$ cat config.mk
export PLATFORM = sky130hd
export DESIGN_NAME = remote_credits_wr
export DESIGN_NICKNAME = d
export VERILOG_FILES = /design/src/common/wr_cred_pkg.sv /design/src/credits/req_splitter.sv /design/src/credits/wr_credit_gate.sv /design/src/rtl/data_fifo.sv /design/src/rtl/dest_data_mux.sv /design/src/rtl/remote_credits_wr.sv /design/src/rtl/req_queue.sv
export SDC_FILE = /design/constraint.sdc
export NUM_CORES = 2
export LEC_CHECK = 0
export BUFFER_PORTS_ARGS = -buffer_cell sky130_fd_sc_hd__buf_4
export CAP_MARGIN = 20
export CORE_MARGIN = 4
export CORE_UTILIZATION = 44
export CTS_CLUSTER_SIZE = 16
export DETAILED_ROUTE_END_ITERATION = 10
export PLACE_DENSITY_LB_ADDON = 0.2
export SYNTH_ARGS = -nofsm -noshare
export SYNTH_HDL_FRONTEND = slang
export SYNTH_MEMORY_MAX_BITS = 65536
export SYNTH_SLANG_ARGS = --single-unit
$ cat constraint.sdc
create_clock -name aclk -period 6.35 [get_ports aclk]
set_input_delay 0.635 -clock aclk [delete_from_list [all_inputs] [get_ports aclk]]
set_output_delay 0.635 -clock aclk [all_outputs]
set_load 0.005 [all_outputs]
$ cat src/common/wr_cred_pkg.sv
/* shared widths and packed types for the write side of the remote credit block.
   modules refer to these by scoped names. */

package wr_cred_pkg;

  // ~~~~~~~~~~~~~~~~~~~~~~~~~~~~~~
  // widths
  // ~~~~~~~~~~~~~~~~~~~~~~~~~~~~~~

  localparam int DATA_W = 64; // payload beat width.
  localparam int LEN_W  = 8;  // request length in beats.
  localparam int DEST_W = 4;  // destination index.

  // ~~~~~~~~~~~~~~~~~~~~~~~~~~~~~~
  // request and stream types
  // ~~~~~~~~~~~~~~~~~~~~~~~~~~~~~~

  // write request, also used for packet requests and routes.
  typedef struct packed {
    logic [DEST_W-1:0] dest; // target data port.
    logic [LEN_W-1:0]  len;  // beats to move.
  } wr_req_t;

  // one stream beat.
  // last marks the final beat of a packet on the destination side.
  typedef struct packed {
    logic [DATA_W-1:0] data;
    logic              last;
  } axis_beat_t;

endpackage

$ cat src/credits/req_splitter.sv
/* splits each queued write request into packet requests of at most PKT_BEATS beats.
   all packets but the last are full; zero length requests are dropped. */

`timescale 1ns/100ps

module req_splitter #(
  parameter int PKT_BEATS = 8
) (
  input  logic                 aclk,
  input  logic                 rst,
  input  wr_cred_pkg::wr_req_t q_req,
  input  logic                 q_req_valid,
  output logic                 q_req_ready,
  output wr_cred_pkg::wr_req_t pkt_req,
  output logic                 pkt_req_valid,
  input  logic                 pkt_req_ready
);

  localparam int LW = wr_cred_pkg::LEN_W;
  localparam logic [LW-1:0] PKT_LEN = LW'(PKT_BEATS);

  wr_cred_pkg::wr_req_t pkt_r; // packet on the output.
  logic                 pkt_v;
  logic [LW-1:0]        rem;    // beats left after the current packet.
  logic [LW-1:0]        take_q; // first packet size of a new request.
  logic [LW-1:0]        take_r; // next packet size from the remainder.
  logic                 accept;
  logic                 sent;

  assign take_q = (q_req.len > PKT_LEN) ? PKT_LEN : q_req.len;
  assign take_r = (rem > PKT_LEN) ? PKT_LEN : rem;

  // next request only once the last packet has left.
  assign q_req_ready = !pkt_v;
  assign accept      = q_req_valid && q_req_ready;
  assign sent        = pkt_v && pkt_req_ready;

  assign pkt_req       = pkt_r;
  assign pkt_req_valid = pkt_v;

  // ~~~~~~~~~~~~~~~~~~~~~~~~~~~~~~
  // control
  // ~~~~~~~~~~~~~~~~~~~~~~~~~~~~~~

  always_ff @(posedge aclk) begin
    if (rst) begin
      pkt_v <= 1'b0;
      rem   <= '0;
    end else if (accept) begin
      pkt_v <= (q_req.len != '0); // empty request is consumed here.
      rem   <= q_req.len - take_q;
    end else if (sent) begin
      pkt_v <= (rem != '0); // more packets pending.
      rem   <= rem - take_r;
    end
  end

  // ~~~~~~~~~~~~~~~~~~~~~~~~~~~~~~
  // packet payload
  // ~~~~~~~~~~~~~~~~~~~~~~~~~~~~~~

  always_ff @(posedge aclk) begin
    if (accept) begin
      pkt_r.dest <= q_req.dest;
      pkt_r.len  <= take_q;
    end else if (sent && (rem != '0)) begin
      pkt_r.len <= take_r; // same dest, next slice.
    end
  end

endmodule

$ cat src/credits/wr_credit_gate.sv
/* credit gate between splitter and the network request port.
   counts buffered beats and releases a packet request only when all its data is held. */

`timescale 1ns/100ps

module wr_credit_gate #(
  parameter int DDEPTH = 64
) (
  input  logic                 aclk,
  input  logic                 rst,
  input  wr_cred_pkg::wr_req_t pkt_req,
  input  logic                 pkt_req_valid,
  output logic                 pkt_req_ready,
  input  logic                 wr_beat,
  output wr_cred_pkg::wr_req_t m_req,
  output logic                 m_req_valid,
  input  logic                 m_req_ready,
  output wr_cred_pkg::wr_req_t route,
  output logic                 route_valid,
  input  logic                 route_ready
);

  localparam int LW     = wr_cred_pkg::LEN_W;
  localparam int CRED_W = $clog2(DDEPTH + 1); // credits never exceed the buffer.
  localparam int CMP_W  = LW + CRED_W;

  wr_cred_pkg::wr_req_t hold_r; // packet waiting for credits.
  logic                 hold_v;
  logic [CRED_W-1:0]    credits;
  logic [CMP_W-1:0]     have;
  logic [CMP_W-1:0]     need;
  logic                 enough;
  logic                 fire;

  assign have   = CMP_W'(credits);
  assign need   = CMP_W'(hold_r.len);
  assign enough = (have >= need);

  // release only when the network port and the mux take it together.
  // both sides transfer in the same cycle.
  assign fire = hold_v && enough && m_req_ready && route_ready;

  assign m_req       = hold_r;
  assign m_req_valid = fire;
  assign route       = hold_r; // copy for the data mux.
  assign route_valid = fire;

  assign pkt_req_ready = !hold_v; // one packet in flight at a time.

  // ~~~~~~~~~~~~~~~~~~~~~~~~~~~~~~
  // hold register and credits
  // ~~~~~~~~~~~~~~~~~~~~~~~~~~~~~~

  always_ff @(posedge aclk) begin
    if (rst) begin
      hold_v  <= 1'b0;
      credits <= '0;
    end else begin
      if (pkt_req_valid && pkt_req_ready) begin
        hold_v <= 1'b1;
      end else if (fire) begin
        hold_v <= 1'b0;
      end
      // one up per buffered beat, len down per release.
      credits <= credits + CRED_W'(wr_beat) - (fire ? CRED_W'(hold_r.len) : '0);
    end
  end

  always_ff @(posedge aclk) begin
    if (pkt_req_valid && pkt_req_ready) begin
      hold_r <= pkt_req;
    end
  end

endmodule

$ cat src/rtl/data_fifo.sv
/* payload buffer for the write stream, first word fall through.
   wr_beat pulses once per stored beat and feeds the credit counter. */

`timescale 1ns/100ps

module data_fifo #(
  parameter int DDEPTH = 64
) (
  input  logic                                 aclk,
  input  logic                                 rst,
  input  logic [wr_cred_pkg::DATA_W-1:0]       s_axis_data,
  input  logic                                 s_axis_valid,
  output logic                                 s_axis_ready,
  output logic                                 wr_beat,
  output wr_cred_pkg::axis_beat_t              buf_beat,
  output logic                                 buf_valid,
  input  logic                                 buf_ready
);

  localparam int DW    = wr_cred_pkg::DATA_W;
  localparam int PTR_W = (DDEPTH > 1) ? $clog2(DDEPTH) : 1;
  localparam int CNT_W = $clog2(DDEPTH + 1);

  logic [DW-1:0]    mem [DDEPTH]; // data only, last is rebuilt downstream.
  logic [PTR_W-1:0] wr_ptr;
  logic [PTR_W-1:0] rd_ptr;
  logic [CNT_W-1:0] count;
  logic             push;
  logic             pop;

  assign push = s_axis_valid && s_axis_ready;
  assign pop  = buf_valid && buf_ready;

  assign s_axis_ready  = (count != CNT_W'(DDEPTH));
  assign buf_valid     = (count != '0); // head shows the cycle after the write.
  assign buf_beat.data = mem[rd_ptr];
  assign buf_beat.last = 1'b0; // the mux sets last.

  always_ff @(posedge aclk) begin
    if (push) begin
      mem[wr_ptr] <= s_axis_data;
    end
  end

  // ~~~~~~~~~~~~~~~~~~~~~~~~~~~~~~
  // pointers, count, credit pulse
  // ~~~~~~~~~~~~~~~~~~~~~~~~~~~~~~

  always_ff @(posedge aclk) begin
    if (rst) begin
      wr_ptr  <= '0;
      rd_ptr  <= '0;
      count   <= '0;
      wr_beat <= 1'b0;
    end else begin
      if (push) begin
        wr_ptr <= (wr_ptr == PTR_W'(DDEPTH - 1)) ? '0 : wr_ptr + 1'b1;
      end
      if (pop) begin
        rd_ptr <= (rd_ptr == PTR_W'(DDEPTH - 1)) ? '0 : rd_ptr + 1'b1;
      end
      count   <= count + CNT_W'(push) - CNT_W'(pop);
      wr_beat <= push; // credit lands with the beat at the head side.
    end
  end

endmodule

$ cat src/rtl/dest_data_mux.sv
/* steers buffered beats to one destination port per released route.
   moves exactly len beats and marks the final one with last. */

`timescale 1ns/100ps

module dest_data_mux #(
  parameter int N_DESTS = 4
) (
  input  logic                    aclk,
  input  logic                    rst,
  input  wr_cred_pkg::wr_req_t    route,
  input  logic                    route_valid,
  output logic                    route_ready,
  input  wr_cred_pkg::axis_beat_t buf_beat,
  input  logic                    buf_valid,
  output logic                    buf_ready,
  output wr_cred_pkg::axis_beat_t m_axis [N_DESTS],
  output logic [N_DESTS-1:0]      m_axis_valid,
  input  logic [N_DESTS-1:0]      m_axis_ready
);

  localparam int LW = wr_cred_pkg::LEN_W;
  localparam int DW = wr_cred_pkg::DEST_W;

  logic          busy;   // a route is active.
  logic [DW-1:0] dest_r; // active destination.
  logic [LW-1:0] left_r; // beats still to send.
  logic          last_b;
  logic          sel_ready;
  logic          beat_go;

  assign route_ready = !busy;
  assign last_b      = (left_r == LW'(1));

  // ready of the chosen port only.
  always_comb begin
    sel_ready = 1'b0;
    for (int i = 0; i < N_DESTS; i++) begin
      if (dest_r == DW'(i)) begin
        sel_ready = m_axis_ready[i];
      end
    end
  end

  assign buf_ready = busy && sel_ready; // a stalled port holds the whole buffer.
  assign beat_go   = buf_valid && buf_ready;

  // ~~~~~~~~~~~~~~~~~~~~~~~~~~~~~~
  // output ports
  // ~~~~~~~~~~~~~~~~~~~~~~~~~~~~~~

  for (genvar i = 0; i < N_DESTS; i++) begin : g_port
    assign m_axis[i].data  = buf_beat.data;
    assign m_axis[i].last  = last_b;
    assign m_axis_valid[i] = busy && buf_valid && (dest_r == DW'(i));
  end

  // ~~~~~~~~~~~~~~~~~~~~~~~~~~~~~~
  // route tracking
  // ~~~~~~~~~~~~~~~~~~~~~~~~~~~~~~

  always_ff @(posedge aclk) begin
    if (rst) begin
      busy   <= 1'b0;
      left_r <= '0;
    end else if (route_valid && route_ready) begin
      busy   <= 1'b1; // routes carry at least one beat.
      left_r <= route.len;
    end else if (beat_go) begin
      left_r <= left_r - 1'b1;
      if (last_b) begin
        busy <= 1'b0; // idle, next route from the following cycle.
      end
    end
  end

  always_ff @(posedge aclk) begin
    if (route_valid && route_ready) begin
      dest_r <= route.dest;
    end
  end

endmodule

$ cat src/rtl/remote_credits_wr.sv
/* write side of the remote credit block.
   queue, splitter and credit gate on the request path, data buffer and destination mux. */

`timescale 1ns/100ps

module remote_credits_wr #(
  parameter int N_DESTS   = 4,
  parameter int QDEPTH    = 4,
  parameter int PKT_BEATS = 8,
  parameter int DDEPTH    = 64
) (
  input  logic                           aclk,
  input  logic                           rst,
  input  wr_cred_pkg::wr_req_t           s_req,
  input  logic                           s_req_valid,
  output logic                           s_req_ready,
  input  logic [wr_cred_pkg::DATA_W-1:0] s_axis_data,
  input  logic                           s_axis_valid,
  output logic                           s_axis_ready,
  output wr_cred_pkg::wr_req_t           m_req,
  output logic                           m_req_valid,
  input  logic                           m_req_ready,
  output wr_cred_pkg::axis_beat_t        m_axis [N_DESTS],
  output logic [N_DESTS-1:0]             m_axis_valid,
  input  logic [N_DESTS-1:0]             m_axis_ready
);

  // ~~~~~~~~~~~~~~~~~~~~~~~~~~~~~~
  // producer side
  // ~~~~~~~~~~~~~~~~~~~~~~~~~~~~~~

  wr_cred_pkg::wr_req_t    q_req;   // queue head.
  logic                    q_req_valid;
  logic                    q_req_ready;
  wr_cred_pkg::wr_req_t    pkt_req; // split packets.
  logic                    pkt_req_valid;
  logic                    pkt_req_ready;
  wr_cred_pkg::wr_req_t    route;   // released copy for the mux.
  logic                    route_valid;
  logic                    route_ready;
  logic                    wr_beat;
  wr_cred_pkg::axis_beat_t buf_beat;
  logic                    buf_valid;
  logic                    buf_ready;

  req_queue #(.QDEPTH(QDEPTH)) inst_queue (
    .aclk(aclk), .rst(rst),
    .s_req(s_req), .s_req_valid(s_req_valid), .s_req_ready(s_req_ready),
    .q_req(q_req), .q_req_valid(q_req_valid), .q_req_ready(q_req_ready)
  );

  req_splitter #(.PKT_BEATS(PKT_BEATS)) inst_split (
    .aclk(aclk), .rst(rst),
    .q_req(q_req), .q_req_valid(q_req_valid), .q_req_ready(q_req_ready),
    .pkt_req(pkt_req), .pkt_req_valid(pkt_req_valid), .pkt_req_ready(pkt_req_ready)
  );

  wr_credit_gate #(.DDEPTH(DDEPTH)) inst_cred (
    .aclk(aclk), .rst(rst),
    .pkt_req(pkt_req), .pkt_req_valid(pkt_req_valid), .pkt_req_ready(pkt_req_ready),
    .wr_beat(wr_beat),
    .m_req(m_req), .m_req_valid(m_req_valid), .m_req_ready(m_req_ready),
    .route(route), .route_valid(route_valid), .route_ready(route_ready)
  );

  // ~~~~~~~~~~~~~~~~~~~~~~~~~~~~~~
  // buffer and consumer
  // ~~~~~~~~~~~~~~~~~~~~~~~~~~~~~~

  data_fifo #(.DDEPTH(DDEPTH)) inst_buf (
    .aclk(aclk), .rst(rst),
    .s_axis_data(s_axis_data), .s_axis_valid(s_axis_valid), .s_axis_ready(s_axis_ready),
    .wr_beat(wr_beat),
    .buf_beat(buf_beat), .buf_valid(buf_valid), .buf_ready(buf_ready)
  );

  dest_data_mux #(.N_DESTS(N_DESTS)) inst_mux (
    .aclk(aclk), .rst(rst),
    .route(route), .route_valid(route_valid), .route_ready(route_ready),
    .buf_beat(buf_beat), .buf_valid(buf_valid), .buf_ready(buf_ready),
    .m_axis(m_axis), .m_axis_valid(m_axis_valid), .m_axis_ready(m_axis_ready)
  );

endmodule

$ cat src/rtl/req_queue.sv
/* request queue in front of the packet splitter.
   small circular buffer with valid/ready on both sides. */

`timescale 1ns/100ps

module req_queue #(
  parameter int QDEPTH = 4
) (
  input  logic                 aclk,
  input  logic                 rst,
  input  wr_cred_pkg::wr_req_t s_req,
  input  logic                 s_req_valid,
  output logic                 s_req_ready,
  output wr_cred_pkg::wr_req_t q_req,
  output logic                 q_req_valid,
  input  logic                 q_req_ready
);

  localparam int PTR_W = (QDEPTH > 1) ? $clog2(QDEPTH) : 1;
  localparam int CNT_W = $clog2(QDEPTH + 1);

  wr_cred_pkg::wr_req_t mem [QDEPTH]; // request storage.

  logic [PTR_W-1:0] wr_ptr;
  logic [PTR_W-1:0] rd_ptr;
  logic [CNT_W-1:0] count; // entries held.
  logic             push;
  logic             pop;

  assign push = s_req_valid && s_req_ready;
  assign pop  = q_req_valid && q_req_ready;

  assign s_req_ready = (count != CNT_W'(QDEPTH)); // full stalls the client.
  assign q_req_valid = (count != '0);
  assign q_req       = mem[rd_ptr]; // head of queue.

  // write into the tail entry.
  always_ff @(posedge aclk) begin
    if (push) begin
      mem[wr_ptr] <= s_req;
    end
  end

  // pointers and occupancy.
  always_ff @(posedge aclk) begin
    if (rst) begin
      wr_ptr <= '0;
      rd_ptr <= '0;
      count  <= '0;
    end else begin
      if (push) begin
        wr_ptr <= (wr_ptr == PTR_W'(QDEPTH - 1)) ? '0 : wr_ptr + 1'b1; // wrap.
      end
      if (pop) begin
        rd_ptr <= (rd_ptr == PTR_W'(QDEPTH - 1)) ? '0 : rd_ptr + 1'b1;
      end
      count <= count + CNT_W'(push) - CNT_W'(pop); // push and pop together cancel.
    end
  end

endmodule

**Word-level counts from Yosys, hierarchy flattened**

Memories as Yosys holds them, arrays and structs flattened. A register that Yosys moved wholly into a read port is not among the register bits.
Cells that the tools add are included.

- RAM bits: 4144
- Bits in registers: 81
- Output and inout bits: 279
- Memories kept: 2
- Logic and storage cells: 108

Memories:

| name | depth | bits a word | read ports | clocked after Yosys merged registers in | write ports | line | RTL |
|---|---|---|---|---|---|---|---|
| inst_buf.mem | 64 | 64 | 1 | 1 | 1 | data_fifo.sv:24 | `logic [DW-1:0] mem [DDEPTH];` |
| inst_queue.mem | 4 | 12 | 1 | 1 | 1 | req_queue.sv:22 | `wr_cred_pkg::wr_req_t mem [QDEPTH];` |

- Equality and inequality tests: 10
- Reductions and logical operators: 30
- Muxes and demuxes: 32
- $add $sub $neg: 13
- Magnitude comparators: 3

Operator list:

| operator | number |
|---|---|
| $mux 8 | 8 |
| $mux 6 | 4 |
| $gt 8x4->1 const B | 2 |
| $logic_and 1x1->1 | 16 |
| $reduce_bool 8->1 | 2 |
| $sub 8x8->8 | 2 |
| $mux 1 | 15 |
| $add 7x1->7 | 2 |
| $add 6x1->6 const B | 2 |
| $eq 6x6->1 const B | 2 |
| $reduce_bool 2->1 | 5 |
| $eq 4x2->1 const B | 2 |
| $eq 8x1->1 const B | 1 |
| $ge 7x8->1 | 1 |
| $mux 2 | 4 |
| $sub 8x1->8 const B | 1 |
| $mux 7 | 1 |
| $ne 7x7->1 const B | 1 |
| $reduce_bool 7->1 | 1 |
| $sub 7x1->7 | 1 |
| $sub 7x7->7 | 1 |
| $add 2x1->2 const B | 2 |
| $eq 2x2->1 const B | 2 |
| $eq 4x1->1 const B | 1 |
| other kinds (7) | 9 |

**Logic depth before layout (Yosys ltp)**

- Word-level depth: 9
- Gate-level depth with buffers: 18
- Depth with buffers taken out: 18

**By module**

A second synthesis with hierarchy kept.

- Cells, all modules: 7296
- Area, all modules: 162403.3 sq um

By module, submodules not included:

| module | area an instance (sq um) | cells each | instances |
|---|---|---|---|
| data_fifo | 155161.3 | 6624 | 1 |
| dest_data_mux | 2667.6 | 333 | 1 |
| req_queue | 2212.1 | 111 | 1 |
| wr_credit_gate | 1265.0 | 118 | 1 |
| req_splitter | 1097.3 | 110 | 1 |

**Worst setup path before layout**

OpenSTA, ideal clock, no wires.

- Kind: register -> register
- Start point: register inst_buf.count[4]
- End point: memory inst_buf.mem[31][0] (netlist name) (enable)
- Period minus slack after synthesis: 4.629 ns
- Library setup time: 0.488 ns
- Required time: 5.862 ns
- Setup slack: 1.721 ns
- Arrival time: 4.141 ns
- Stages on the path, launching flop included: 9
- Cells stage by stage: dfxtp_1 > inv_1 > ha_1 > nor4bb_1 > nand2_1 > nand2_1 > inv_2 > nand4_1 > nor2_1

- Cells in the longest elaborated chain, start to end: 4

RTL lines:

| what | line | RTL |
|---|---|---|
| start: declaration | data_fifo.sv:27 | `logic [CNT_W-1:0] count;` |
| start signal: assignment | data_fifo.sv:62 | `count <= count + CNT_W'(push) - CNT_W'(pop);` |
| $ne 7x7->1 | data_fifo.sv:34 | `assign s_axis_ready = (count != CNT_W'(DDEPTH));` |
| via s_axis_ready | remote_credits_wr.sv:19 | `output logic s_axis_ready,` |
| $logic_and 1x1->1 | data_fifo.sv:31 | `assign push = s_axis_valid && s_axis_ready;` |
| via inst_buf.push | data_fifo.sv:28 | `logic push;` |
| $mux 1 | data_fifo.sv:40 | `if (push) begin` |
| $mux 1 (not written as such) | data_fifo.sv:41 | `mem[wr_ptr] <= s_axis_data;` |
| end: declaration | data_fifo.sv:24 |  |

The timed path passes the listed nets, and every way through them passes these cells.

==> impl_metrics.py <==
metrics = {
    "worst_hold_path": {
        "min_to": "inst_queue.wr_ptr[0]",
        "hp-class": "input port to flip-flop",
        "hold_depth": 4,
        "hp-start": "s_req_valid",
    },
    "power_and_ir_drop": {
        "p_int_mw": 46.01,
        "p_clk_frac": 0.420,
        "power_density_nw_per_um2": 314.8,
        "p_seq_frac": 0.535,
        "net-switching-power_mw": 12.40,
        "leakage_nw": 56.26,
        "swShare": 0.2123,
        "vdd_drop_max_uv": 254.2,
        "comb_power_share": 0.044,
    },
    "logic_synthesis": {
        "yosysWarnings": 0,
        "synth_edf_count": 4172,
        "synth_top_flop_cell": "edfxtp_1",
        "synth_area_leaders": "edfxtp_1 77%, mux4_2 18%, buf_4 0.94%, dfxtp_1 0.75%, a22oi_1 0.60%",
        "synth_most_common_cell": "edfxtp_1",
        "synthArstFlopShare": 0,
        "ys_types": 60,
        "syn_inst": 6682,
        "synth-seq-area-share": 0.7791,
        "synth.avg_cell_area_um2": 24.30,
        "ys_seq_elements": 4233,
        "synth_top_area_cell": "edfxtp_1",
        "syn_area_um2": 162400,
        "synth_top_area_share": 0.7715,
        "synth_common_cells": "4,172 x edfxtp_1, 1,293 x mux4_2, 204 x buf_4",
    },
    "global_route": {
        "track_usage": 0.2351,
        "grt_pass1_vias": 77560,
        "grt_pass1_wl_um": 626400,
        "grt-ovfl-total": 0,
        "grt_max_degree": 88,
        "antenna_found_initial": 38,
    },
    "timing": {
        "fin_skew_ps": 67.33,
        "fin_crit_sh": 0.8729,
        "slew_viol_final": 0,
        "hold_violations": 0,
        "fmax_ghz": 0.1804,
        "worstMarginPinSlew_ps": 1163,
        "tns_ps": 0,
        "rsz0062_at_grt": "no",
        "post-route-min-period_ps": 5543,
        "slew_headroom": 0.2231,
        "finalSetupViolations": 0,
        "setup_ws_ps": 807.0,
    },
    "setup_path": {
        "rr_startpoint": "inst_buf.count[5]",
        "reg2reg_to": "inst_buf.count[6]",
        "critPathCaptureType": "primary output",
        "required_ps": 5710,
        "cp_max_fo": 34,
        "r2r_slack_ps": 1880,
        "rr_worst_depth": 17,
        "path_class": "flip-flop to primary output",
        "start_kind": "flip-flop",
        "cp.arrival_ps": 4910,
    },
    "route": {
        "routedWlPerCell_um": 36.26,
        "drcViolationCount": 0,
        "firstDrtPassIters": 6,
        "drtAntennaViolNets": 0,
        "drt-total-wl_um": 450600,
        "drtIter0Drc": 10480,
        "vias_per_cell": 6.224,
        "vias": 77340,
    },
    "place": {
        "dp_slack_ps": 1692,
        "io_buffers": 363,
        "place.gp.congestion": 0.7586,
        "hpwlAfterDp_um": 235500,
    },
    "clock_tree": {
        "clock_tree.buffer_depth": 4,
        "root_buffer": "clkbuf_16",
        "post_cts_buffers": 0,
        "cts_buffers": 433,
        "h-tree-depth": 5,
        "hold_buffers": 12,
        "tritoncts": "done",
        "cts.sinks": 4233,
        "ctsResizeCount": 0,
        "path_clk_slew_ps": 60,
        "worstSkewPairLatency_ps": 970,
    },
    "floorplanning": {
        "start_util": 0.4429,
        "die_x_um": 615.5,
        "row_count": 222,
        "fp.dieH_um": 615.5,
        "core_um2": 366700,
        "ios": 364,
        "dieArea_um2": 378800,
    },
    "run_status": {
        "status": "completed",
    },
    "finish": {
        "drive_above_1_share": 0.3417,
        "final_nets": 7369,
        "areaGrowthSynthToFinish_pct": 14.26,
    },
    "run": {
        "maxCapViolCount": 0,
    },
}
==> worst max path at each step <==
stage                                  from                   to  slack, ps
final                             flip-flop          m_axis[149]        810
after global routing              flip-flop          m_axis[149]        550
after CTS                         flip-flop          m_axis[149]        660
after detailed placement          flip-flop          m_axis[149]       1690
after global placement            flip-flop           m_axis[84]       1740
after floorplan           inst_buf.count[4]  inst_buf.mem[31][0]       1720
==> per-layer routing <==
layer  routed length (um)  global-route usage
met1               179500              0.3367
met2               217300              0.3733
met3                40310             0.04556
met4                13300             0.06328
met5                  125                   0
==> kinds of logic (layout without fill, tap and decap cells) <==
group / count (synthesis) / after routing / share of synthesized area
XOR/XNOR: 18 / 18 / 0.0009709
multiplexers: 1295 / 1295 / 0.1795
AND/OR/NAND/NOR: 300 / 300 / 0.008284
other: 2 / 21 / 0.00004625
flip-flops: 4233 / 4233 / 0.7791
AO/OA/AOI/OAI: 223 / 223 / 0.009886
buffers and inverters: 567 / 1476 / 0.01876
adder cells (fa/ha/maj): 44 / 44 / 0.003529
==> cell usage in the layout, fill, tap and decap left out, types with 26 or more instances in the layout <==
master     count
mux4_2      1293
clkbuf_16    438
nor2_4        65
buf_4        562
clkbuf_1      99
inv_1         36
nand2_1       97
bufinv_16     30
clkinv_2      79
nor2_1        47
edfxtp_1    4172
ha_1          41
a22oi_1      129
dfxtp_1       57
buf_12        74
clkinv_1     104
a21oi_1       26
==> worst max-delay path, cell delays in order (launching register included) <==
cell and delay, ps:
dfxtp_4 840, buf_12 340, buf_12 300, buf_4 260
mux4_2 550, mux4_2 470, a22oi_1 220, nand2_1 580
buf_4 370
==> power groups by stage <==
| stage | Combinational [mW] | Clock [mW] | Sequential (mW) |
|---|---|---|---|
| floorplan | 1.47 | 0 | 31.8 |
| global placement | 2.55 | 0 | 31.8 |
| detailed placement | 2.62 | 0 | 31.9 |
| CTS | 2.64 | 25.0 | 31.3 |
| global route | 2.83 | 26.2 | 31.3 |
| finish | 2.60 | 24.5 | 31.3 |
==> per-stage QoR <==
step	power, mW	hold WS, ps	std cells	utilization	area (um2)
2_1_floorplan	33.26	400.3	6686	-	162400
3_3_place_gp	34.39	401.0	11610	0.4683	171700
3_5_place_dp	34.48	404.5	11610	0.4684	171700
4_1_cts	58.90	7.370	12410	0.5059	185500
5_1_grt	60.32	74.21	12410	0.5059	185500
6_report	58.41	101.1	12430	0.5060	185500
==> sequential cells by signal, summed over array words and instances, names as in the netlist, named ones only <==
signal,flops
inst_buf.count,7
inst_buf.mem,4096
inst_buf.rd_ptr,6
inst_buf.wr_beat,1
inst_buf.wr_ptr,6
inst_cred.credits,7
inst_cred.hold_v,1
inst_cred.m_req,12
inst_mux.busy,1
inst_mux.dest_r,4
inst_mux.left_r,8
inst_queue.count,3
inst_queue.mem,48
inst_queue.rd_ptr,2
inst_queue.wr_ptr,2
inst_split.pkt_req,12
inst_split.pkt_req_valid,1
inst_split.rem,8
==> cell type report <==
cell class | instances | area (um2)
sequential | 4233 | 126500
timing repair buffer | 648 | 5821
inverter | 38 | 142.6
multi-input combinational | 1886 | 33350
clock buffer | 542 | 11400
clock inverter | 248 | 2236
tap | 4816 | 6026
fill | 28460 | 181100
antenna | 15 | 37.54
Note: power is estimated with default switching activity, not from simulation.
